### config.mk
export PLATFORM = sky130hd
export DESIGN_NAME = archRegFile
export DESIGN_NICKNAME = d
export VERILOG_FILES = /design/src/coreCfgPkg.sv /design/src/archRegFile.sv
export SDC_FILE = /design/constraint.sdc
export NUM_CORES = 2
export LEC_CHECK = 0
export ABC_AREA = 1
export BUFFER_PORTS_ARGS = -buffer_cell sky130_fd_sc_hd__buf_2
export CORE_ASPECT_RATIO = 0.8
export CORE_MARGIN = 2
export CORE_UTILIZATION = 40
export DETAILED_ROUTE_END_ITERATION = 6
export SLEW_MARGIN = 25
export SYNTH_ARGS = -nofsm -noshare
export SYNTH_HDL_FRONTEND = slang
export SYNTH_SLANG_ARGS = --single-unit
### constraint.sdc
create_clock -name CLK -period 6.1 [get_ports CLK]
set_input_delay 1.525 -clock CLK [delete_from_list [all_inputs] [get_ports CLK]]
set_output_delay 1.525 -clock CLK [all_outputs]
set_load 0.05 [all_outputs]
### src/coreCfgPkg.sv
package coreCfgPkg;

    // --------------------
    // datapath sizes
    // --------------------
    localparam int DATA_WIDTH = 32; // register and data memory word
    localparam int ADDR_WIDTH = 32; // byte address as produced by address generation

    // --------------------
    // register file sizes
    // --------------------
    localparam int REG_COUNT = 32;                 // architectural registers, no renaming
    localparam int REG_IDX_WIDTH = $clog2(REG_COUNT); // 5 bits to name one of them

endpackage

### src/archRegFile.sv
`timescale 1ns/1ps

module archRegFile (
    input  logic                                 CLK,
    input  logic                                 RESET,
    input  logic                                 extWrEn,   // write from outside the pipe
    input  logic [coreCfgPkg::REG_IDX_WIDTH-1:0] extWrIdx,
    input  logic [coreCfgPkg::DATA_WIDTH-1:0]    extWrData,
    input  logic                                 ldWrEn,    // load write-back
    input  logic [coreCfgPkg::REG_IDX_WIDTH-1:0] ldWrIdx,
    input  logic [coreCfgPkg::DATA_WIDTH-1:0]    ldWrData,
    input  logic [coreCfgPkg::REG_IDX_WIDTH-1:0] rdIdx,     // store data read
    output logic [coreCfgPkg::DATA_WIDTH-1:0]    rdData
);

    logic [coreCfgPkg::DATA_WIDTH-1:0] regs [coreCfgPkg::REG_COUNT];

    // --------------------
    // write ports
    // --------------------
    always_ff @(posedge CLK or negedge RESET) begin
        if (!RESET) begin
            for (int i = 0; i < coreCfgPkg::REG_COUNT; i++) begin
                regs[i] <= '0; // all registers start at zero
            end
        end else begin
            if (extWrEn) begin
                regs[extWrIdx] <= extWrData;
            end
            // later assignment wins, so a load to the same register overrides the external write
            if (ldWrEn) begin
                regs[ldWrIdx] <= ldWrData;
            end
        end
    end

    // --------------------
    // read port
    // --------------------
    // combinational, a store right after a load sees the value written at the edge between them
    assign rdData = regs[rdIdx];

endmodule

==> run metrics <==
outcome=finished with violations; failing checks=design-rule violations; unrepaired setup endpoints after global routing=no; vias per cell=between 6 and 7; Pleak=28.56 nW; largest net degree at the start of global routing=between 100 and 150; die area=about 0.14 mm2; CTS tree=yes; Post-CTS Hold Buffers=0; post-cts gate resize count=0; Clk network pwr share=roughly a third; Post-Synthesis Cells=between 7k and 8k; Setup Fix Bufs, Post-CTS=0; Critical Path AT=a little under 4 ns; Port Buffers=114; Int Pwr=14.46 mW; drt wl/cell=28.70 um; FF-to-FF End=regs[281]$_DFF_PN0_; Pwr per Cell Area=approximately 340 mW/mm2; HP Start=regs[656]$_DFF_PN0_; min Tclk post-route=about 5.5 ns; Net Switching=about 7.0 mW; R2R depth=2; clk sinks=1024; DR iter-0 viols=~10k; Mapped Area=approximately 0.056 mm2; DP Wirelength=153100 um; syn nets=a little over 8k; cell family with most CP delay=buffers and inverters; Largest Register=regs; drt first pass iters=7; area of the core=~0.14 mm2; grt total ovfl=0; switch share=32.67%; RR Startpoint=regs[281]$_DFF_PN0_; crit-path cells=buf_6, buf_12, nand3_1, nand2_1, nand2_1, nand2_1, nand2_1, nand2_1, buf_12; max_cap viols=0; Layout Nets=around 7.7k; max reg flops=1024; Routed Antenna Nets=0; DRC=41; Yosys cell types=21; Most common cell on crit path=nand2_1; Hold Path Class=reg -> reg; biggest regs=regs x1024; startpoint types=primary input; CP Capture Type=output port; VDD IR max=between 0.2 and 0.25 mV; Layout Skew=0 ns; Rows=about 120; Die Height=approximately 340 um; number of global-route vias before repair=54.95k; critical path endpoint=rdData[2]; WP buf/inv=3; FMAX=0.1823 GHz; Fin. Hold Viols=0; synthesized area per cell=around 7.0 um2; Seq/Total Area, Yosys=around 46%; Finished Cell Area=0.06244 mm2; Max Root-Sink Buffers=3; gr usage total=a little under two fifths; Setup Viol. Count Final=0; Seq pwr share=approximately 45%; #FFs+latches synth=between 1k and 1.5k; crit-path max cell delay=0.55 ns; final RePlAce weighted congestion=about 0.94; Area Overhead vs Synth=11.12%; Worst Setup SP=rdIdx[2]; Worst Path Required=about 4.6 ns; Levels on crit path=9; Starting Density=between 40% and 50%; clock latency on the worst-skew pair=about 0.73 ns; Pins Over Slew Limit=0; final setup TNS=0 ns; Worst slew margin=between 20% and 30%; worst-path fanout max=76; DR vias=between 60k and 70k; Crit Path Category=in -> out; reg2reg setup slack=5.16 ns; final WL=about 270000 um; H-tree levels=3; Worst Tran Pin Value=1.190 ns; IO Pins=about 120; root buffer cell=clkbuf_16; share of cells above drive strength 1=6.970%; Die W=423.0 um; Critical-path top delay cell=buf_12; DP Area=approximately 0.059 mm2; CTS buffer count=109; Final period util=89.91%; initial antenna violation count=between 40 and 50; first-pass GRT wire length=~400000 um; synth warn=0; Comb power frac=about a fifth; Clk pin slew, worst setup/hold paths=~0.06 ns
-- per-stage QoR --
step                      setup WS [ns]  hold WS (ns)  utilization (%)  cells  power [mW]
after floorplan                   1.506        0.4797                -   7989       12.55
after global placement           0.7387        0.4921            42.12   9325       14.00
after detailed placement         0.7917        0.5004            42.15   9326       14.15
after CTS                        0.7818        0.5154            44.85   9520       21.30
after global routing             0.6850        0.5221            44.94   9542       22.42
final                            0.6153        0.5145            44.95   9549       21.47
-- placed cells by master, fill, tap and decap left out, types with 29 or more instances in the layout --
master and instances:
a21oi_1 516, inv_1 78, dfrtp_1 1024, o211ai_1 96
buf_12 67, clkbuf_16 110, clkbuf_8 29, buf_4 111
nor2_1 1346, nand3_1 903, o21ai_0 896, buf_2 89
a31oi_1 131, o22ai_1 263, nand2_1 1818
-- cell families after synthesis --
kind of cell	after synthesis	share of synthesized area, %
AO/OA/AOI/OAI	1916	18.37
buffers and inverters	896	6.079
flip-flops	1024	45.60
AND/OR/NAND/NOR	4153	29.95
-- worst min path at each step --
stage | endpoint | slack [ns] | cells past startpoint
finish | regs[656]$_DFF_PN0_ | 0.51 | 2
global route | regs[458]$_DFF_PN0_ | 0.52 | 2
CTS | regs[147]$_DFF_PN0_ | 0.52 | 2
detailed placement | regs[147]$_DFF_PN0_ | 0.50 | 2
global placement | regs[142]$_DFF_PN0_ | 0.49 | 2
floorplan | regs[783]$_DFF_PN0_ | 0.48 | 2
-- cell usage after synthesis (all sizes together) --
library cell | n | area [um2]
a31oi | 131 | 819.5
o211ai | 96 | 720.7
nor3 | 25 | 186.4
inv | 98 | 367.9
buf | 68 | 307.8
clkbuf | 726 | 2725
dfrtp | 1024 | 25620
nand2 | 1866 | 7007
o21ai | 910 | 4554
a21oi | 516 | 2582
clkinv | 4 | 15.01
nand3 | 911 | 4564
o22ai | 263 | 1645
nor2 | 1351 | 5071
-- power by group through the flow --
stage / combinational [mW] / clock [mW] / sequential (mW)
global route: 5.05 / 7.50 / 9.87
finish: 4.54 / 7.23 / 9.70
floorplan: 3.12 / 0 / 9.42
global placement: 4.30 / 0 / 9.70
CTS: 4.44 / 7.23 / 9.63
detailed placement: 4.43 / 0 / 9.72
-- worst min-delay path: cells and delay by family, from the launching register on --
| family | cells | cell delay, ns |
|---|---|---|
| AO/OA/AOI/OAI | 1 | 0.06 |
| flip-flops | 1 | 0.34 |
| AND/OR/NAND/NOR | 1 | 0.07 |
-- per-layer routing --
layer	track usage, %	up-vias	wire (um)
met1	50.67	29100	105600
met3	10.32	893	37610
li1	-	25870	-
met5	0	-	92
met2	51.78	4757	112100
met4	22.90	14	18630
-- area by class of cell --
cell class | instances | area (um2)
Fill cell | 13960 | 76470
Multi-Input combinational cell | 6069 | 27560
Sequential cell | 1024 | 25620
Clock buffer | 165 | 3249
Timing Repair Buffer | 272 | 2704
Tap cell | 1860 | 2327
Clock inverter | 29 | 496.7
Inverter | 102 | 406.6
Antenna cell | 28 | 70.07
(Power assumes the default switching activity.)
