`config.mk`:
```
export PLATFORM = sky130hd
export DESIGN_NAME = addrGenStage
export DESIGN_NICKNAME = d
export VERILOG_FILES = /design/src/coreCfgPkg.sv /design/src/memOpPkg.sv /design/src/addrGenStage.sv
export SDC_FILE = /design/constraint.sdc
export NUM_CORES = 1
export LEC_CHECK = 0
export BUFFER_PORTS_ARGS = -buffer_cell sky130_fd_sc_hd__clkbuf_2
export CORE_ASPECT_RATIO = 1.4
export CORE_MARGIN = 8
export CORE_UTILIZATION = 50
export DETAILED_ROUTE_END_ITERATION = 7
export MAX_ROUTING_LAYER = met4
export PLACE_DENSITY_LB_ADDON = 0.05
export SLEW_MARGIN = 20
export SYNTH_ARGS = -nofsm -noshare
export SYNTH_HDL_FRONTEND = slang
export SYNTH_SLANG_ARGS = --single-unit
```
`constraint.sdc`:
```
create_clock -name CLK -period 0.8 [get_ports CLK]
set_input_delay 0.04 -clock CLK [delete_from_list [all_inputs] [get_ports CLK]]
set_output_delay 0.04 -clock CLK [all_outputs]
set_load 0.02 [all_outputs]
```
`src/coreCfgPkg.sv`:
```
package coreCfgPkg;

    // --------------------
    // datapath sizes
    // --------------------
    localparam int DATA_WIDTH = 32; // register and data memory word
    localparam int ADDR_WIDTH = 32; // byte address as produced by address generation

    // --------------------
    // register file sizes
    // --------------------
    localparam int REG_COUNT = 32;                 // architectural registers, no renaming
    localparam int REG_IDX_WIDTH = $clog2(REG_COUNT); // 5 bits to name one of them

endpackage

```
`src/memOpPkg.sv`:
```
package memOpPkg;

    // --------------------
    // opcodes
    // --------------------
    localparam logic [6:0] OPC_LOAD  = 7'b0000011; // word load, base plus contiguous offset
    localparam logic [6:0] OPC_STORE = 7'b0100011; // word store, offset split around the regs

    localparam int OFFSET_WIDTH = 12; // immediate offset, sign extended to an address

    // --------------------
    // instruction word
    // --------------------
    // the same 32 bits decode differently depending on the opcode in bits 6:0
    typedef union packed {
        struct packed {
            logic [OFFSET_WIDTH-1:0]              offset;   // whole signed offset
            logic [coreCfgPkg::REG_IDX_WIDTH-1:0] baseReg;  // base register field
            logic [2:0]                           funct;    // access size, word only here
            logic [coreCfgPkg::REG_IDX_WIDTH-1:0] destReg;  // register that takes the load
            logic [6:0]                           opcode;   // same position in both views
        } loadView;
        struct packed {
            logic [6:0]                           offsetHi; // offset bits 11:5
            logic [coreCfgPkg::REG_IDX_WIDTH-1:0] srcReg;   // register that holds store data
            logic [coreCfgPkg::REG_IDX_WIDTH-1:0] baseReg;  // base register field
            logic [2:0]                           funct;    // access size, word only here
            logic [4:0]                           offsetLo; // offset bits 4:0
            logic [6:0]                           opcode;   // same position in both views
        } storeView;
    } memInstrU;

    // --------------------
    // queue entry layout
    // --------------------
    // from the top: store bit, register index, byte address
    localparam int ENTRY_ADDR_LSB     = 0;
    localparam int ENTRY_REG_LSB      = ENTRY_ADDR_LSB + coreCfgPkg::ADDR_WIDTH;
    localparam int ENTRY_IS_STORE_BIT = ENTRY_REG_LSB + coreCfgPkg::REG_IDX_WIDTH;
    localparam int ENTRY_WIDTH        = ENTRY_IS_STORE_BIT + 1; // 1 + 5 + 32 = 38

endpackage

```
`src/addrGenStage.sv`:
```
`timescale 1ns/1ps

module addrGenStage (
    input  logic                                CLK,
    input  logic                                RESET,
    input  logic                                issueValid,  // one-cycle issue strobe
    input  memOpPkg::memInstrU                  issueInstr,  // raw instruction word
    input  logic [coreCfgPkg::ADDR_WIDTH-1:0]   baseOperand, // value of the base register
    output logic                                enqueue,     // strobe into the queue
    output logic [memOpPkg::ENTRY_WIDTH-1:0]    entryIn      // packed entry for the queue
);

    logic                                  isLoad;
    logic                                  isStore;
    logic [memOpPkg::OFFSET_WIDTH-1:0]     offset;
    logic [coreCfgPkg::REG_IDX_WIDTH-1:0]  regIdx;
    logic [coreCfgPkg::ADDR_WIDTH-1:0]     effAddr;

    // --------------------
    // decode
    // --------------------
    assign isLoad  = (issueInstr.loadView.opcode == memOpPkg::OPC_LOAD);   // opcode bits line up
    assign isStore = (issueInstr.storeView.opcode == memOpPkg::OPC_STORE); // in both views

    always_comb begin
        if (isStore) begin
            offset = {issueInstr.storeView.offsetHi, issueInstr.storeView.offsetLo}; // rejoin split
            regIdx = issueInstr.storeView.srcReg;  // store carries its data register
        end else begin
            offset = issueInstr.loadView.offset;   // load offset is contiguous
            regIdx = issueInstr.loadView.destReg;  // load carries its destination
        end
    end

    // sign extend the offset and add it to the base operand
    assign effAddr = baseOperand
                   + {{(coreCfgPkg::ADDR_WIDTH - memOpPkg::OFFSET_WIDTH){offset[memOpPkg::OFFSET_WIDTH-1]}},
                      offset};

    // --------------------
    // entry register
    // --------------------
    always_ff @(posedge CLK or negedge RESET) begin
        if (!RESET) begin
            enqueue <= 1'b0;
        end else begin
            enqueue <= issueValid && (isLoad || isStore); // other opcodes are dropped here
        end
    end

    always_ff @(posedge CLK) begin
        if (issueValid && (isLoad || isStore)) begin
            entryIn[memOpPkg::ENTRY_IS_STORE_BIT] <= isStore;
            entryIn[memOpPkg::ENTRY_REG_LSB +: coreCfgPkg::REG_IDX_WIDTH] <= regIdx;
            entryIn[memOpPkg::ENTRY_ADDR_LSB +: coreCfgPkg::ADDR_WIDTH] <= effAddr;
        end
    end

endmodule

```
==> reports/qor.txt <==
status: finished, violations left
P_leak: 2.46 nW
Cells after Synth: 327
gpl congestion: 0.906
die area: 0.00900 mm^2
Hold Crit Class: in2reg
met1 Use GR: 0.227
initial antenna violation count: 0
Syn Nets: 426
CP delay by family, top: compound AO/OA/AOI/OAI gates
synthesis-to-finish area growth: 70.5%
Crit Path Class: in2reg
synthesized area: 0.00309 mm^2
WHS Endpoint: entryIn[33]$_DFFE_PP_
Die H: 109 um
Post-synth EDFFs: 38
most frequent cells in the layout: buf_4 (104), clkbuf_2 (57), buf_6 (43), nand2_1 (38), edfxtp_1 (38)
setup tns final: -71250 ps
worst-path cell chain: clkbuf_2, nor4_4, and3_4, nand2_4, inv_2, nand2_2, nand2_2, ha_4, inv_2, fa_2, nor2b_4, o2111ai_4, a21boi_4, a211o_4, a31oi_4, o31a_1, xnor2_1
Placement Rows: 34
GRT Residual Overflow: 0
Finished Cell Area: 0.00528 mm^2
RSZ-0062 raised after global routing: yes
CP Capture Type: flip-flop
DR iter-0 viols: 191
maximum clock insertion buffer count: 2
commonest non-fill, non-tap cell in the layout: buf_4
worst vdd ir: 0.838 mV
TritonCTS clock tree: yes
hold wc startpoint: issueInstr[8]
Area after DPL: 0.00443 mm^2
Fin. Hold Viols: 0
hold path depth: 3
final worst slack: -2040 ps
largest net degree at the start of global routing: 15
FMAX: 353 MHz
CP Data Required Time: 850 ps
Final setup viols: 116
routed vias/inst: 5.75
routed len/inst: 20.2 um
global route hottest layer: met2
Largest stage delay, worst path: 360 ps
Synth Area per Inst: 9.46 um^2
Tcrit/Tclk final: 3.54
Final Total Pwr: 7.18 mW
H-tree depth: 2
worst slew pin tran: 441 ps
drt drc: 0
Fill cells: 308
Worst EP arrival: 2890 ps
FFs w/ async S/R, synth: 0.0256
Core Util, Final: 0.867
clock slew at reported path FFs: 100 ps
Synth cell types: 52
Final nets: 640
I/O Pins: 106
vias: 3528
Final HPWL DP: 7270 um
final worst path period need: 2840 ps
failing checks: setup timing
Starting Density: 0.509
met2 Use GR: 0.445
Crit-path slowest cell: fa_2
WL final: 12400 um
total clock sinks: 39
Worst Path Buf+Inv: 3
Die Span X: 82.5 um
Synth Register Bits: 39
Yosys Warn Count: 0
register area share after synthesis: 0.377
Max Cap Viol: 0
GRT Overall Usage: 0.238
vias in the first global route: 3570
ANT nets after route: 0
core area: 0.00608 mm^2
grt met3 use: 0.0338
TritonRoute pass-1 iters: 5
IO Port Bufs: 97
count of pins over their slew limit: 0
share of post-route cells with drive strength above 1: 0.533
CP startpoint kind: input pin
Post-synth top flop: edfxtp_1
first-pass GRT wire length: 16200 um
cts bufs inserted: 5
Max-slew headroom: 0.704
Setup crit start: issueInstr[2]
Crit Path Max Fanout: 3
Power per Cell Area: 1360 mW/mm^2
antenna cells: 0
clock root cell: clkbuf_8
==> worst max path at each step <==
stage / endpoint / slack [ps] / cells past startpoint
finish: entryIn[20]$_DFFE_PP_ / -2040 / 17
global route: entryIn[20]$_DFFE_PP_ / -2100 / 17
CTS: entryIn[20]$_DFFE_PP_ / -1720 / 17
detailed placement: entryIn[20]$_DFFE_PP_ / -2140 / 17
global placement: entryIn[30]$_DFFE_PP_ / -1990 / 17
floorplan: entryIn[20]$_DFFE_PP_ / -1980 / 17
==> registers in the layout, summed over array words and instances, names as in the netlist <==
name / cells
enqueue: 1
entryIn: 38
==> power by group <==
group,switching (mW),leakage (nW),internal [mW]
logic,1.51,2.05,1.56
clock network,0.825,0.0581,0.931
registers,0.00667,0.354,2.34
total,2.34,2.46,4.84
==> kinds of logic (layout without fill, tap and decap cells) <==
| group | Yosys count | after routing | share of synthesized area |
|---|---|---|---|
| xor+xnor | 30 | 30 | 0.0849 |
| flops | 39 | 39 | 0.377 |
| compound gates | 90 | 90 | 0.209 |
| simple gates | 106 | 106 | 0.157 |
| buf+inv | 30 | 245 | 0.0400 |
| fa+ha+maj | 32 | 32 | 0.132 |
==> layout make-up <==
class / count / area, um^2 / area share
Clock buffer: 5 / 68.8 / 0.0130
Clock inverter: 3 / 43.8 / 0.00830
Inverter: 13 / 48.8 / 0.00925
Multi-Input combinational cell: 258 / 2150 / 0.407
Sequential cell: 39 / 1170 / 0.221
Tap cell: 72 / 90.1 / 0.0171
Timing Repair Buffer: 224 / 1710 / 0.324
==> per-layer routing <==
layer / vias to the layer above / wire length, um
li1: 1622 / -
met1: 1664 / 4170
met2: 194 / 6720
met3: 48 / 860
met4: 0 / 648
met5: - / 0
==> repair_timing <==
| item | 4_1_cts | 5_1_grt |
|---|---|---|
| pin swaps | 32 | 12 |
| hold buffers | 1 | 0 |
| endpoints found under the setup margin | 114 | 116 |
| gates cloned | 1 | 0 |
| gates resized for setup | 49 | 104 |
| hold endpoints to repair | 1 | 0 |
| buffers inserted | 25 | 7 |
==> synth_stat cells, types with 2 or more instances <==
| cell | instances | area (um^2) |
|---|---|---|
| xnor2_1 | 19 | 166 |
| o21bai_1 | 4 | 30.0 |
| o211ai_1 | 2 | 15.0 |
| xor2_1 | 11 | 96.3 |
| ha_1 | 31 | 388 |
| a21oi_1 | 21 | 105 |
| o21a_1 | 4 | 30.0 |
| nand2b_1 | 3 | 18.8 |
| nor2b_1 | 3 | 18.8 |
| o21ai_1 | 8 | 40.0 |
| nor2_1 | 18 | 67.6 |
| o2111ai_1 | 2 | 17.5 |
| a211oi_2 | 2 | 25.0 |
| a21o_1 | 16 | 120 |
| edfxtp_1 | 38 | 1140 |
| clkbuf_1 | 13 | 48.8 |
| a31oi_1 | 5 | 31.3 |
| buf_2 | 3 | 15.0 |
| a211oi_1 | 2 | 15.0 |
| nand2_1 | 51 | 191 |
| nand3_1 | 8 | 40.0 |
| nand4_1 | 8 | 50.1 |
| and2_1 | 2 | 12.5 |
| nor3_1 | 5 | 25.0 |
| a221oi_1 | 2 | 17.5 |
| o21ai_0 | 7 | 35.0 |
| and3_1 | 2 | 12.5 |
| inv_1 | 13 | 48.8 |
==> tightest hold or removal path, delay by kind of cell <==
kind | cells | cell delay [ps]
buf+inv | 1 | 90
simple gates | 2 | 110
==> stage by stage <==
stage | hold slack, ps | cells | setup WS, ps
2_1_floorplan | -256 | 327 | -1980
3_3_place_gp | -184 | 573 | -1990
3_5_place_dp | -184 | 573 | -2140
4_1_cts | 14.2 | 607 | -1720
5_1_grt | 48.2 | 614 | -2100
6_report | 33.1 | 614 | -2040
(Power assumes the default switching activity.)
