File: src/coreCfgPkg.sv
package coreCfgPkg;

    // --------------------
    // datapath sizes
    // --------------------
    localparam int DATA_WIDTH = 32; // register and data memory word
    localparam int ADDR_WIDTH = 32; // byte address as produced by address generation

    // --------------------
    // register file sizes
    // --------------------
    localparam int REG_COUNT = 32;                 // architectural registers, no renaming
    localparam int REG_IDX_WIDTH = $clog2(REG_COUNT); // 5 bits to name one of them

endpackage

File: src/memOpPkg.sv
package memOpPkg;

    // --------------------
    // opcodes
    // --------------------
    localparam logic [6:0] OPC_LOAD  = 7'b0000011; // word load, base plus contiguous offset
    localparam logic [6:0] OPC_STORE = 7'b0100011; // word store, offset split around the regs

    localparam int OFFSET_WIDTH = 12; // immediate offset, sign extended to an address

    // --------------------
    // instruction word
    // --------------------
    // the same 32 bits decode differently depending on the opcode in bits 6:0
    typedef union packed {
        struct packed {
            logic [OFFSET_WIDTH-1:0]              offset;   // whole signed offset
            logic [coreCfgPkg::REG_IDX_WIDTH-1:0] baseReg;  // base register field
            logic [2:0]                           funct;    // access size, word only here
            logic [coreCfgPkg::REG_IDX_WIDTH-1:0] destReg;  // register that takes the load
            logic [6:0]                           opcode;   // same position in both views
        } loadView;
        struct packed {
            logic [6:0]                           offsetHi; // offset bits 11:5
            logic [coreCfgPkg::REG_IDX_WIDTH-1:0] srcReg;   // register that holds store data
            logic [coreCfgPkg::REG_IDX_WIDTH-1:0] baseReg;  // base register field
            logic [2:0]                           funct;    // access size, word only here
            logic [4:0]                           offsetLo; // offset bits 4:0
            logic [6:0]                           opcode;   // same position in both views
        } storeView;
    } memInstrU;

    // --------------------
    // queue entry layout
    // --------------------
    // from the top: store bit, register index, byte address
    localparam int ENTRY_ADDR_LSB     = 0;
    localparam int ENTRY_REG_LSB      = ENTRY_ADDR_LSB + coreCfgPkg::ADDR_WIDTH;
    localparam int ENTRY_IS_STORE_BIT = ENTRY_REG_LSB + coreCfgPkg::REG_IDX_WIDTH;
    localparam int ENTRY_WIDTH        = ENTRY_IS_STORE_BIT + 1; // 1 + 5 + 32 = 38

endpackage

File: src/loadStoreQueue.sv
`timescale 1ns/1ps

module loadStoreQueue #(
    parameter int QUEUE_SIZE = 8 // entries, a power of two and at least 2
) (
    input  logic                             CLK,
    input  logic                             RESET,
    input  logic                             enqueue,       // request to store entryIn
    input  logic [memOpPkg::ENTRY_WIDTH-1:0] entryIn,
    input  logic                             dequeue,       // request to pop the oldest entry
    output logic                             full,          // registered full flag
    output logic                             enqueueResult, // pulse, enqueue was taken
    output logic                             dequeueResult, // pulse, entryOut holds a new entry
    output logic [memOpPkg::ENTRY_WIDTH-1:0] entryOut       // last entry popped
);

    localparam int PTR_WIDTH = $clog2(QUEUE_SIZE);

    // pointers wrap on their own because the size is a power of two
    if (QUEUE_SIZE < 2 || (QUEUE_SIZE & (QUEUE_SIZE - 1)) != 0) begin : gSizeCheck
        $error("loadStoreQueue: QUEUE_SIZE must be a power of two, at least 2");
    end

    logic [memOpPkg::ENTRY_WIDTH-1:0] slots [QUEUE_SIZE];

    logic [PTR_WIDTH-1:0] head;     // oldest entry
    logic [PTR_WIDTH-1:0] tail;     // next free slot
    logic [PTR_WIDTH-1:0] headNext;
    logic [PTR_WIDTH-1:0] tailNext;
    logic                 fullReg;  // occupancy flag, tells full from empty when head equals tail
    logic                 isEmpty;
    logic                 doDeq;
    logic                 doEnq;

    // --------------------
    // accept decisions
    // --------------------
    assign headNext = head + PTR_WIDTH'(1);
    assign tailNext = tail + PTR_WIDTH'(1);
    assign isEmpty  = (head == tail) && !fullReg;

    assign doDeq = dequeue && !isEmpty;               // dequeue is decided first
    assign doEnq = enqueue && (!fullReg || doDeq);    // so a drained slot can be refilled at once

    // --------------------
    // pointers and flags
    // --------------------
    always_ff @(posedge CLK or negedge RESET) begin
        if (!RESET) begin
            head          <= '0;
            tail          <= '0;
            fullReg       <= 1'b0;
            enqueueResult <= 1'b0;
            dequeueResult <= 1'b0;
        end else begin
            enqueueResult <= doEnq; // result pulses last a single cycle
            dequeueResult <= doDeq;
            if (doDeq) begin
                head <= headNext;
            end
            if (doEnq) begin
                tail <= tailNext;
            end
            if (doEnq && !doDeq && (tailNext == head)) begin
                fullReg <= 1'b1;     // last free slot just taken
            end else if (doDeq && !doEnq) begin
                fullReg <= 1'b0;     // a pop without a push always leaves room
            end
        end
    end

    assign full = fullReg;

    // --------------------
    // storage
    // --------------------
    always_ff @(posedge CLK) begin
        if (doEnq) begin
            slots[tail] <= entryIn;
        end
        if (doDeq) begin
            entryOut <= slots[head]; // held when a dequeue finds the queue empty
        end
    end

endmodule

File: config.mk
export PLATFORM = sky130hd
export DESIGN_NAME = loadStoreQueue
export DESIGN_NICKNAME = d
export VERILOG_FILES = /design/src/coreCfgPkg.sv /design/src/memOpPkg.sv /design/src/loadStoreQueue.sv
export SDC_FILE = /design/constraint.sdc
export NUM_CORES = 1
export LEC_CHECK = 0
export BUFFER_PORTS_ARGS = -buffer_cell sky130_fd_sc_hd__buf_4
export CORE_UTILIZATION = 54
export DETAILED_ROUTE_END_ITERATION = 12
export HOLD_SLACK_MARGIN = 0.02
export PLACE_DENSITY = 0.84
export REMOVE_ABC_BUFFERS = 1
export SYNTH_ARGS = -nofsm -noshare
export SYNTH_HDL_FRONTEND = slang
export SYNTH_SLANG_ARGS = --single-unit
File: constraint.sdc
create_clock -name CLK -period 4.17 [get_ports CLK]
set_input_delay 0 -clock CLK [delete_from_list [all_inputs] [get_ports CLK]]
set_output_delay 0 -clock CLK [all_outputs]
set_load 0.02 [all_outputs]
==> results of run 1 <==
==> stage by stage <==
step / TNS (ns) / worst slack [ns] / hold WS [ns] / std cells
3_5_place_dp: 0 / 1.437 / -0.1659 / 918
3_3_place_gp: 0 / 1.501 / -0.1676 / 918
2_1_floorplan: -5.372 / -0.1401 / -0.2956 / 507
6_report: 0 / 1.305 / 0.2627 / 1022
5_1_grt: 0 / 1.203 / 0.2618 / 1022
4_1_cts: 0 / 1.372 / 0.2458 / 1021
==> power by group through the flow <==
stage               sequential, W  clock (W)  combinational, W
global route              0.00509    0.00320           0.00335
floorplan                 0.00552          0           0.00174
CTS                       0.00504    0.00308           0.00319
finish                    0.00503    0.00304           0.00316
detailed placement        0.00508          0           0.00312
global placement          0.00504          0           0.00303
==> Yosys cell counts, drive strengths merged <==
| cell type | instances |
|---|---|
| edfxtp | 342 |
| mux4 | 76 |
| mux2 | 40 |
| clkbuf | 13 |
| buf | 11 |
| dfrtp | 9 |
| nor2 | 6 |
| nand2 | 5 |
| nor3 | 4 |
| xnor2 | 4 |
| inv | 3 |
| nand2b | 3 |
| xor2 | 3 |
| ha | 2 |
| nand3 | 2 |
| o21ai | 2 |
| a21boi | 1 |
| a21o | 1 |
| a31oi | 1 |
| nand4 | 1 |
| o31ai | 1 |
| or3 | 1 |
==> cell type report <==
type | instances | share of cell area [%]
inverter | 3 | 0.07138
tap | 319 | 2.530
multi-input combinational | 153 | 16.50
clock inverter | 16 | 1.015
timing repair buffer | 137 | 7.296
clock buffer | 43 | 6.012
sequential | 351 | 66.58
==> cells in the final DEF (no fill, tap or decap), types with 2 or more instances in the layout <==
cell / synthesis / routed
mux2_2: 10 / 10
nand2_1: 5 / 5
clkinv_1: 0 / 6
nand2b_1: 3 / 3
clkinvlp_4: 0 / 2
inv_2: 2 / 2
nand3_1: 2 / 2
mux4_1: 13 / 13
buf_4: 0 / 92
dfrtp_1: 9 / 6
ha_1: 2 / 2
nor3_1: 4 / 2
xor2_1: 3 / 3
edfxtp_1: 342 / 342
mux4_2: 63 / 63
clkbuf_1: 10 / 6
xnor2_1: 4 / 4
dfrtp_4: 0 / 2
dlygate4sd3_1: 0 / 44
nor3_2: 0 / 2
clkinv_4: 0 / 2
mux2_4: 29 / 29
clkbuf_16: 0 / 37
nor2_4: 0 / 6
clkinv_2: 0 / 3
bufinv_16: 0 / 3
==> worst register-to-register path, stage by stage, from the launching register on <==
cell      delay, ns
dfrtp_1        0.43
a21boi_1       0.47
nand2b_1       0.40
nor2_4         1.15
==> logic make-up (layout without fill, tap and decap cells) <==
group           after synthesis  in the layout  synth area share [%]
simple gates                 22             22                0.7754
fa+ha+maj                     2              2                0.1891
compound gates                6              6                0.2931
flops                       351            351                 79.30
buf+inv                      27            199                 1.447
mux                         116            116                 17.53
xor+xnor                      7              7                0.4633
==> routing by layer <==
layer | vias to the layer above | global-route usage (%) | wire length (um)
li1 | 2548 | - | -
met1 | 3135 | 27.27 | 10000
met2 | 241 | 37.13 | 13310
met3 | 49 | 4.028 | 1478
met4 | 0 | 7.509 | 638
met5 | - | 0 | 0
==> worst paths after layout <==
| path | end | startpoint | slack (ns) | cells past startpoint |
|---|---|---|---|---|
| worst max-delay path | slots[4][1] | full | 1.31 | 3 |
| worst min-delay path | slots[0][10] | entryIn[10] | 0.26 | 2 |
| worst max register to register | slots[4][1] | full | 1.31 | 3 |
| worst min register to register | tail[0] | tail[0] | 0.64 | 1 |
| max in group asynchronous | head[1] | RESET | 3.25 | 3 |
| min in group asynchronous | tail[0] | RESET | 0.55 | 3 |
==> registers in the layout, indices dropped and copies added (netlist names) <==
name and flops:
entryOut 38, enqueueResult 1, head 3, full 1, dequeueResult 1, tail 3
slots 304
==> what timing repair did <==
action | CTS | global route
hold buffers | 44 | 0
hold endpoints to repair | 320 | 0
setup endpoints to repair | 0 | 0
resized for setup | 0 | 0
==> results.md, run 1 <==
* DRT Pass-1 Iters at 4
* Register area share after synthesis at 79.30%
* Diodes inserted at 0
* Initial Utilization at 55.72%
* Clock skew at 0.01267 ns
* Row count at 56
* Area Growth Syn to Fin at 19.21%
* Ys Warns at 0
* Critical-path cell list: a21boi_1 > nand2b_1 > nor2_4
* CP Capture Type: flop
* Share of cells above drive strength 1 at 36.27%
* Clock Power Share at 27.1%
* Crit Path Category: reg -> reg
* Slew Limit Fails at 0
* Worst slew pin tran at 1.422 ns
* Crit path buf inv count at 0
* Max Freq at 0.3491 GHz
* Final GP Congestion at 0.7277
* Hold Vio Cnt, Final at 0
* Post-CTS setup buffer count at 0
* CTS buffer count at 35
* Die W at 158.6 um
* DR iter-0 viols at 442
* Residual DRC at 0
* Post-DP Area at 0.01421 mm2
* Dpl hpwl at 13080 um
* Fillers at 1408
* First-pass GRT wire length at 38100 um
* Psw at 0.003123 W
* NumNets Final at 725
* Worst rel slew slack at 4.944%
* Crit path DAT at 2.98 ns
* Synth area leaders: edfxtp_1 78%, mux4_2 11%, mux2_4 3.3%
* Worst Path Required at 4.28 ns
* Clock sink count at 351
* Syn avg cell area at 24.92 um2
* CP delay by family, top: simple AND/OR/NAND/NOR gates
* Mapped Cells at 531
* Vias per cell at 5.844
* Via count at 5973
* Via count of the first global-routing pass at 6307
* CTS tree: built
* CP max FO at 38
* Peak supply drop at 0.4400 mV
* Skew-Pair Late Insertion Delay at 0.51 ns
* CP max stage delay at 1.15 ns
* Status: finished, final reports clean
* Clock buffer depth at 3
* Total chip power at 0.01122 W
* Max_cap viols at 0
* Netlist Area Pre-Place at 0.01323 mm2
* Top cell type's share of synthesized area at 77.60%
* Die area at 0.02514 mm2
* Routed WL at 25430 um
* Avg WL per Cell at 24.88 um
* Net Sw Frac at 27.82%
* Largest net degree at the start of global routing at 80
* Slowest-stage cell, CP: nor2_4
* Worst min path class: in -> reg
* Power density over the cells at 711.5 mW/mm2
* Design area at 0.01578 mm2
* Worst-path clk slew at 0.06 ns
* Crit start category: flop
* Congestion Overflow GR at 0
* Die Ht at 158.6 um
* RSZ-0062 raised after global routing: false
* Post-synth cell types at 31
* Internal power at 0.008101 W
* Synth Register Bits at 351
* Global Route Usage Sum at 21.43%
* Seq pwr share at 44.8%
* Reg area at 0.01050 mm2
* # IOs at 83
* Leakage power figure at 5.315 nW
* Area of the multi-input gates at 0.002603 mm2
* Min cycle time layout at 2.865 ns
* Number of antenna violations at the first check in global routing at 0
* Comb pwr share at 28.1%
* H-tree levels at 2
* Post-Route Utilization at 66.42%
* Core area at 0.02375 mm2
* Final Cycle Share at 68.70%
* Largest area contributor in the netlist: edfxtp_1
* Routed Antenna Nets at 0
* Final setup vio count at 0
* CTS root buf: clkbuf_16
* Buffers on Ports at 82
Power figures use the tool's default switching activity.
==> run 2: changes to the inputs <==
- CORE_UTILIZATION: 54 -> 60
- PLACE_DENSITY: 0.84 -> 0.88
- clock period: 4.17 -> 3 ns (I/O delays scaled with it)
==> results.md, run 2 (synthesis gave the netlist of run 1 again) <==
* Status: finished, final reports clean
* Worst Path Required at 3.15 ns
* Congestion Overflow GR at 0
* Die area at 0.02265 mm2
* Clock skew at 0.01363 ns
* DR iter-0 viols at 474
* Skew-Pair Late Insertion Delay at 0.52 ns
* Row count at 53
* Die Ht at 150.5 um
* Crit start category: flop
* Total chip power at 0.01578 W
* Crit Path Category: reg -> reg
* Hold path start: entryIn[3]
* Die W at 150.5 um
* Critical-path cell list: a21boi_1 > nand2_1 > nor2_4 > buf_4
* Largest net degree at the start of global routing at 80
* Most frequent cells in the layout: 342 x edfxtp_1, 96 x buf_4, 63 x mux4_2
* Initial Utilization at 61.98%
* Crit path DAT at 2.37 ns
* Max_cap viols at 0
* Clock sink count at 351
* Via count at 6114
* Power density over the cells at 995.9 mW/mm2
* Fillers at 1110
* Post_cts resized at 0
* CP max stage delay at 0.43 ns
* Avg WL per Cell at 26.95 um
* Final Cycle Share at 73.86%
* Share of cells above drive strength 1 at 37.59%
* NumNets Final at 733
* CTS tree: built
* Peak supply drop at 0.5002 mV
* CTS root buf: clkbuf_16
* Buffers on Ports at 82
* Max reg flops at 304
* Final setup vio count at 0
* Largest Register: slots
* CP Capture Type: flop
* Min cycle time layout at 2.216 ns
* CP max FO at 24
* Top Registers: slots (304), entryOut (38)
* Global Route Usage Sum at 25.38%
* Post-Route Utilization at 74.22%
* Vias per cell at 6.176
* Final GP Congestion at 0.7388
* DRT Pass-1 Iters at 4
* Most common cell after layout, fill and taps aside: edfxtp_1
* Residual DRC at 0
* Worst slew pin tran at 0.8287 ns
* # IOs at 83
* CTS buffer count at 35
* Clock buffer depth at 3
* Max Freq at 0.4513 GHz
* Hold Vio Cnt, Final at 0
* CP Launch Point: full
* Dpl hpwl at 13840 um
* Number of antenna violations at the first check in global routing at 2
* Routed Antenna Nets at 0
* R2R Path Start: full
* Worst min path class: in -> reg
* Fin worst setup slack at 0.7843 ns
* Leakage power figure at 5.391 nW
* First-pass GRT wire length at 39960 um
* Setup TNS at 0 ns
* Core area at 0.02135 mm2
* Worst rel slew slack at 44.75%
* Worst-path clk slew at 0.07 ns
* Via count of the first global-routing pass at 6529
* Area Growth Syn to Fin at 19.76%
* H-tree levels at 2
* Slew Limit Fails at 0
* Slowest-stage cell, CP: dfrtp_1
* Setup slack at placement at 0.8528 ns
* Routed WL at 26690 um
* RSZ-0062 raised after global routing: false
## run 2: cell count changes in the layout (fill, tap and decap cells not counted), moves of 2 or more
cell | before | now
diode_2 | 0 | 2
clkbuf_1 | 6 | 4
inv_6 | 0 | 2
buf_12 | 1 | 6
buf_4 | 92 | 96
clkinv_2 | 3 | 7
clkbuf_16 | 37 | 35
## run 2: critical path: cells and delay by family (launching register included)
kind | cells | cell delay (ns)
AND/OR/NAND/NOR | 2 | 0.57
AO/OA/AOI/OAI | 1 | 0.43
buffers and inverters | 1 | 0.41
flip-flops | 1 | 0.43
## run 2: repair_timing
action	CTS	global route
setup buffers	0	0
hold endpoints to repair	320	0
hold buffers	43	0
## run 2: cell type report
cell class | instances | area [um2] | area share [%]
Antenna cell | 2 | 5.005 | 0.03158
Tap cell | 275 | 344.1 | 2.171
Sequential cell | 351 | 10500 | 66.27
Clock buffer | 39 | 890.9 | 5.621
Clock inverter | 22 | 220.2 | 1.389
Timing Repair Buffer | 145 | 1271 | 8.021
Multi-Input combinational cell | 153 | 2603 | 16.42
Inverter | 3 | 11.26 | 0.07105
## run 2: path summary, 6_finish.rpt
kind / end / slack (ns) / cells after the start
setup / recovery: slots[5][11] / 0.78 / 4
hold / removal: slots[1][3] / 0.26 / 2
setup reg to reg: slots[5][11] / 0.78 / 4
hold reg to reg: tail[0] / 0.59 / 1
min in group asynchronous: enqueueResult / 0.48 / 3
max in group asynchronous: head[0] / 2.19 / 3
## run 2: metrics by stage
stage	instances	cell area (um2)	hold WS, ns
after CTS	988	15840	0.2317
after global routing	990	15850	0.2531
after detailed placement	884	14300	-0.1707
after global placement	884	14300	-0.1737
after floorplan	507	13050	-0.2956
final	990	15850	0.2553
## run 2: layer usage
layer,up-vias,global-route usage (%),wire length [um]
li1,2573,-,-
met5,-,0,0
met4,0,13.03,1100
met3,80,3.758,1625
met1,3172,31.56,9730
met2,289,43.66,14230
## run 2: power breakdown
part           leakage [nW]  total, W  switching [W]  internal (W)
logic                  1.61   0.00458        0.00229       0.00228
registers              3.23   0.00694       0.000389       0.00655
clock network         0.547   0.00427        0.00178       0.00249
==> run 3: changes to the inputs <==
- ABC_AREA: default -> 1
- CORE_UTILIZATION: 60 -> 54
- PLACE_DENSITY: 0.88 -> 0.84
- clock period: 3 -> 1.97 ns (I/O delays scaled with it)
==> results.md, run 3 <==
* Status: finished, final reports clean
* Worst-path clk slew at 0.06 ns
* Number of antenna violations at the first check in global routing at 1
* CP Launch Point: full
* Final setup vio count at 0
* Worst Path Required at 2.17 ns
* Power density over the cells at 1526 mW/mm2
* Most used DFF post-synth: edfxtp_1
* Dpl hpwl at 16160 um
* Initial Utilization at 55.45%
* CTS buffer count at 34
* Clock skew at 0.02658 ns
* Crit path to: slots[1][26]
* Hold path start: entryIn[10]
* First-pass GRT wire length at 45770 um
* Max Freq at 0.5301 GHz
* Via count of the first global-routing pass at 8487
* CTS root buf: clkbuf_16
* Die W at 160.5 um
* Register area share after synthesis at 77.37%
* Fin worst setup slack at 0.08372 ns
* Max_cap viols at 0
* DRT Pass-1 Iters at 5
* Top Registers: slots (304), entryOut (38)
* Synth area leaders: edfxtp_1 76%, nor2_1 6.6%, o21ai_1 4.3%
* Die area at 0.02576 mm2
* Critical-path cell list: a21oi_2 > nand2_2 > nor2_4 > buf_4
* R2R Path Start: full
* H-tree levels at 2
* Clock buffer depth at 3
* Slowest-stage cell, CP: dfrtp_1
* Fin cells at 1535
* Final Cycle Share at 95.75%
* Area of the multi-input gates at 0.002774 mm2
* Crit start category: flop
* Skew-Pair Late Insertion Delay at 0.54 ns
* Routed Antenna Nets at 0
* CP delay by family, top: simple AND/OR/NAND/NOR gates
* NumNets Final at 1229
* Leakage power figure at 5.784 nW
* Largest area contributor in the netlist: edfxtp_1
* CP max stage delay at 0.41 ns
* Reg area at 0.01051 mm2
* R2r endpoint: slots[1][26]
* Final GP Congestion at 0.8105
* Via count at 8655
* Slew Limit Fails at 0
* Synth top cells by count: 342 x edfxtp_1, 240 x nor2_1, 147 x nand2_1
* Fillers at 1604
* Buffers on Ports at 82
* Crit path DAT at 2.08 ns
* Crit path buf inv count at 1
* Vias per cell at 5.638
* Worst min path class: in -> reg
* Core area at 0.02446 mm2
* Most common cell in the netlist: edfxtp_1
* Top cell type's share of synthesized area at 75.71%
* Global Route Usage Sum at 23.19%
* CP max FO at 15
* WHS Path Cells at 2
* R2R Setup Slk at 0.08 ns
* Ys Warns at 0
* Row count at 57
* Worst path depth at 4
* Post-synth EDFFs at 342
* Most common cell after layout, fill and taps aside: edfxtp_1
* Placed instance count at 1429
* Netlist Area Pre-Place at 0.01356 mm2
* Syn avg cell area at 12.88 um2
* Mapped Cells at 1053
* Synth Register Bits at 351
* Avg WL per Cell at 19.31 um
* Setup slack at placement at 0.03569 ns
* Hold Vio Cnt, Final at 0
* Max reg flops at 304
* Post-DP Area at 0.01477 mm2
* Post-synth cell types at 21
* Worst slew pin tran at 0.6573 ns
* Worst rel slew slack at 56.18%
* R2R cell count at 4
* CP Capture Type: flop
* Min cycle time layout at 1.886 ns
* Setup TNS at 0 ns
* Residual DRC at 0
* DR iter-0 viols at 737
* Largest net degree at the start of global routing at 92
* Area Growth Syn to Fin at 20.53%
* Share of cells above drive strength 1 at 14.79%
* Most frequent cells in the layout: 342 x edfxtp_1, 232 x nor2_1, 146 x nand2_1
* Congestion Overflow GR at 0
* Clock sink count at 351
* Peak supply drop at 1.101 mV
* Crit Path Category: reg -> reg
* Hold WS at 0.2516 ns
* CTS tree: built
* Design area at 0.01635 mm2
* Largest Register: slots
* # IOs at 83
* Die Ht at 160.5 um
* Async set or reset register ratio after synthesis at 2.564%
* Routed WL at 29640 um
==> run 3: cell types whose count changed after synthesis, moves of 8 or more <==
cell     before  now
mux4_1       13    0
o21ai_1       1  117
inv_1         1   11
mux4_2       63    0
mux2_4       29    0
nor2_1        6  240
buf_2         5   24
buf_1         1    9
mux2_2       10    0
nand2_1       5  147
o21ai_0       1  114
==> run 3: routing by layer <==
| layer | track usage (%) | wire (um) |
|---|---|---|
| met1 | 30.50 | 11540 |
| met2 | 38.23 | 14910 |
| met3 | 4.623 | 2339 |
| met4 | 9.134 | 846 |
| met5 | 0 | 0 |
==> run 3: layout make-up <==
type | instances | share of cell area (%)
Multi-Input combinational cell | 631 | 16.97
Inverter | 12 | 0.2908
Timing Repair Buffer | 155 | 9.237
Clock buffer | 44 | 5.495
Sequential cell | 351 | 64.25
Tap cell | 324 | 2.480
Antenna cell | 1 | 0.01531
Clock inverter | 17 | 1.263
==> run 3: what timing repair did <==
| item | 4_1_cts | 5_1_grt |
|---|---|---|
| setup buffers | 0 | 0 |
| hold buffers | 44 | 0 |
| hold endpoints to repair | 320 | 0 |
| resized for setup | 0 | 5 |
| endpoints found under the setup margin | 0 | 60 |
==> run 3: cells by family after synthesis <==
| kind of cell | share of synthesized area, % |
|---|---|
| compound gates | 8.588 |
| xor+xnor | 0.06458 |
| fa+ha+maj | 0.1845 |
| buf+inv | 2.730 |
| flops | 77.37 |
| simple gates | 11.06 |
==> run 3: worst min-delay path by stage <==
stage                          endpoint
after floorplan           dequeueResult
after global placement    dequeueResult
after detailed placement        head[1]
after CTS                  slots[6][13]
after global routing       slots[6][13]
final                      slots[5][10]
==> run 3: stage by stage <==
step / utilization [%] / total power [W]
3_5_place_dp: 60.40 / 0.01835
3_3_place_gp: 60.40 / 0.01800
5_1_grt: 66.84 / 0.02619
6_report: 66.84 / 0.02495
4_1_cts: 66.71 / 0.02491
2_1_floorplan: - / 0.01503
==> run 3: worst register-to-register path, delay by kind of cell (launching register included) <==
family / cells / cell delay (ns)
AND/OR/NAND/NOR: 2 / 0.46
flip-flops: 1 / 0.41
AO/OA/AOI/OAI: 1 / 0.40
buffers and inverters: 1 / 0.29
==> run 3: where the power goes <==
part           leakage [nW]  total, W  internal (W)  switching, W
combinational          2.02   0.00815       0.00271       0.00544
clock                 0.527   0.00643       0.00368       0.00276
sequential             3.24    0.0104       0.00990      0.000468
total                  5.78    0.0250        0.0163       0.00867
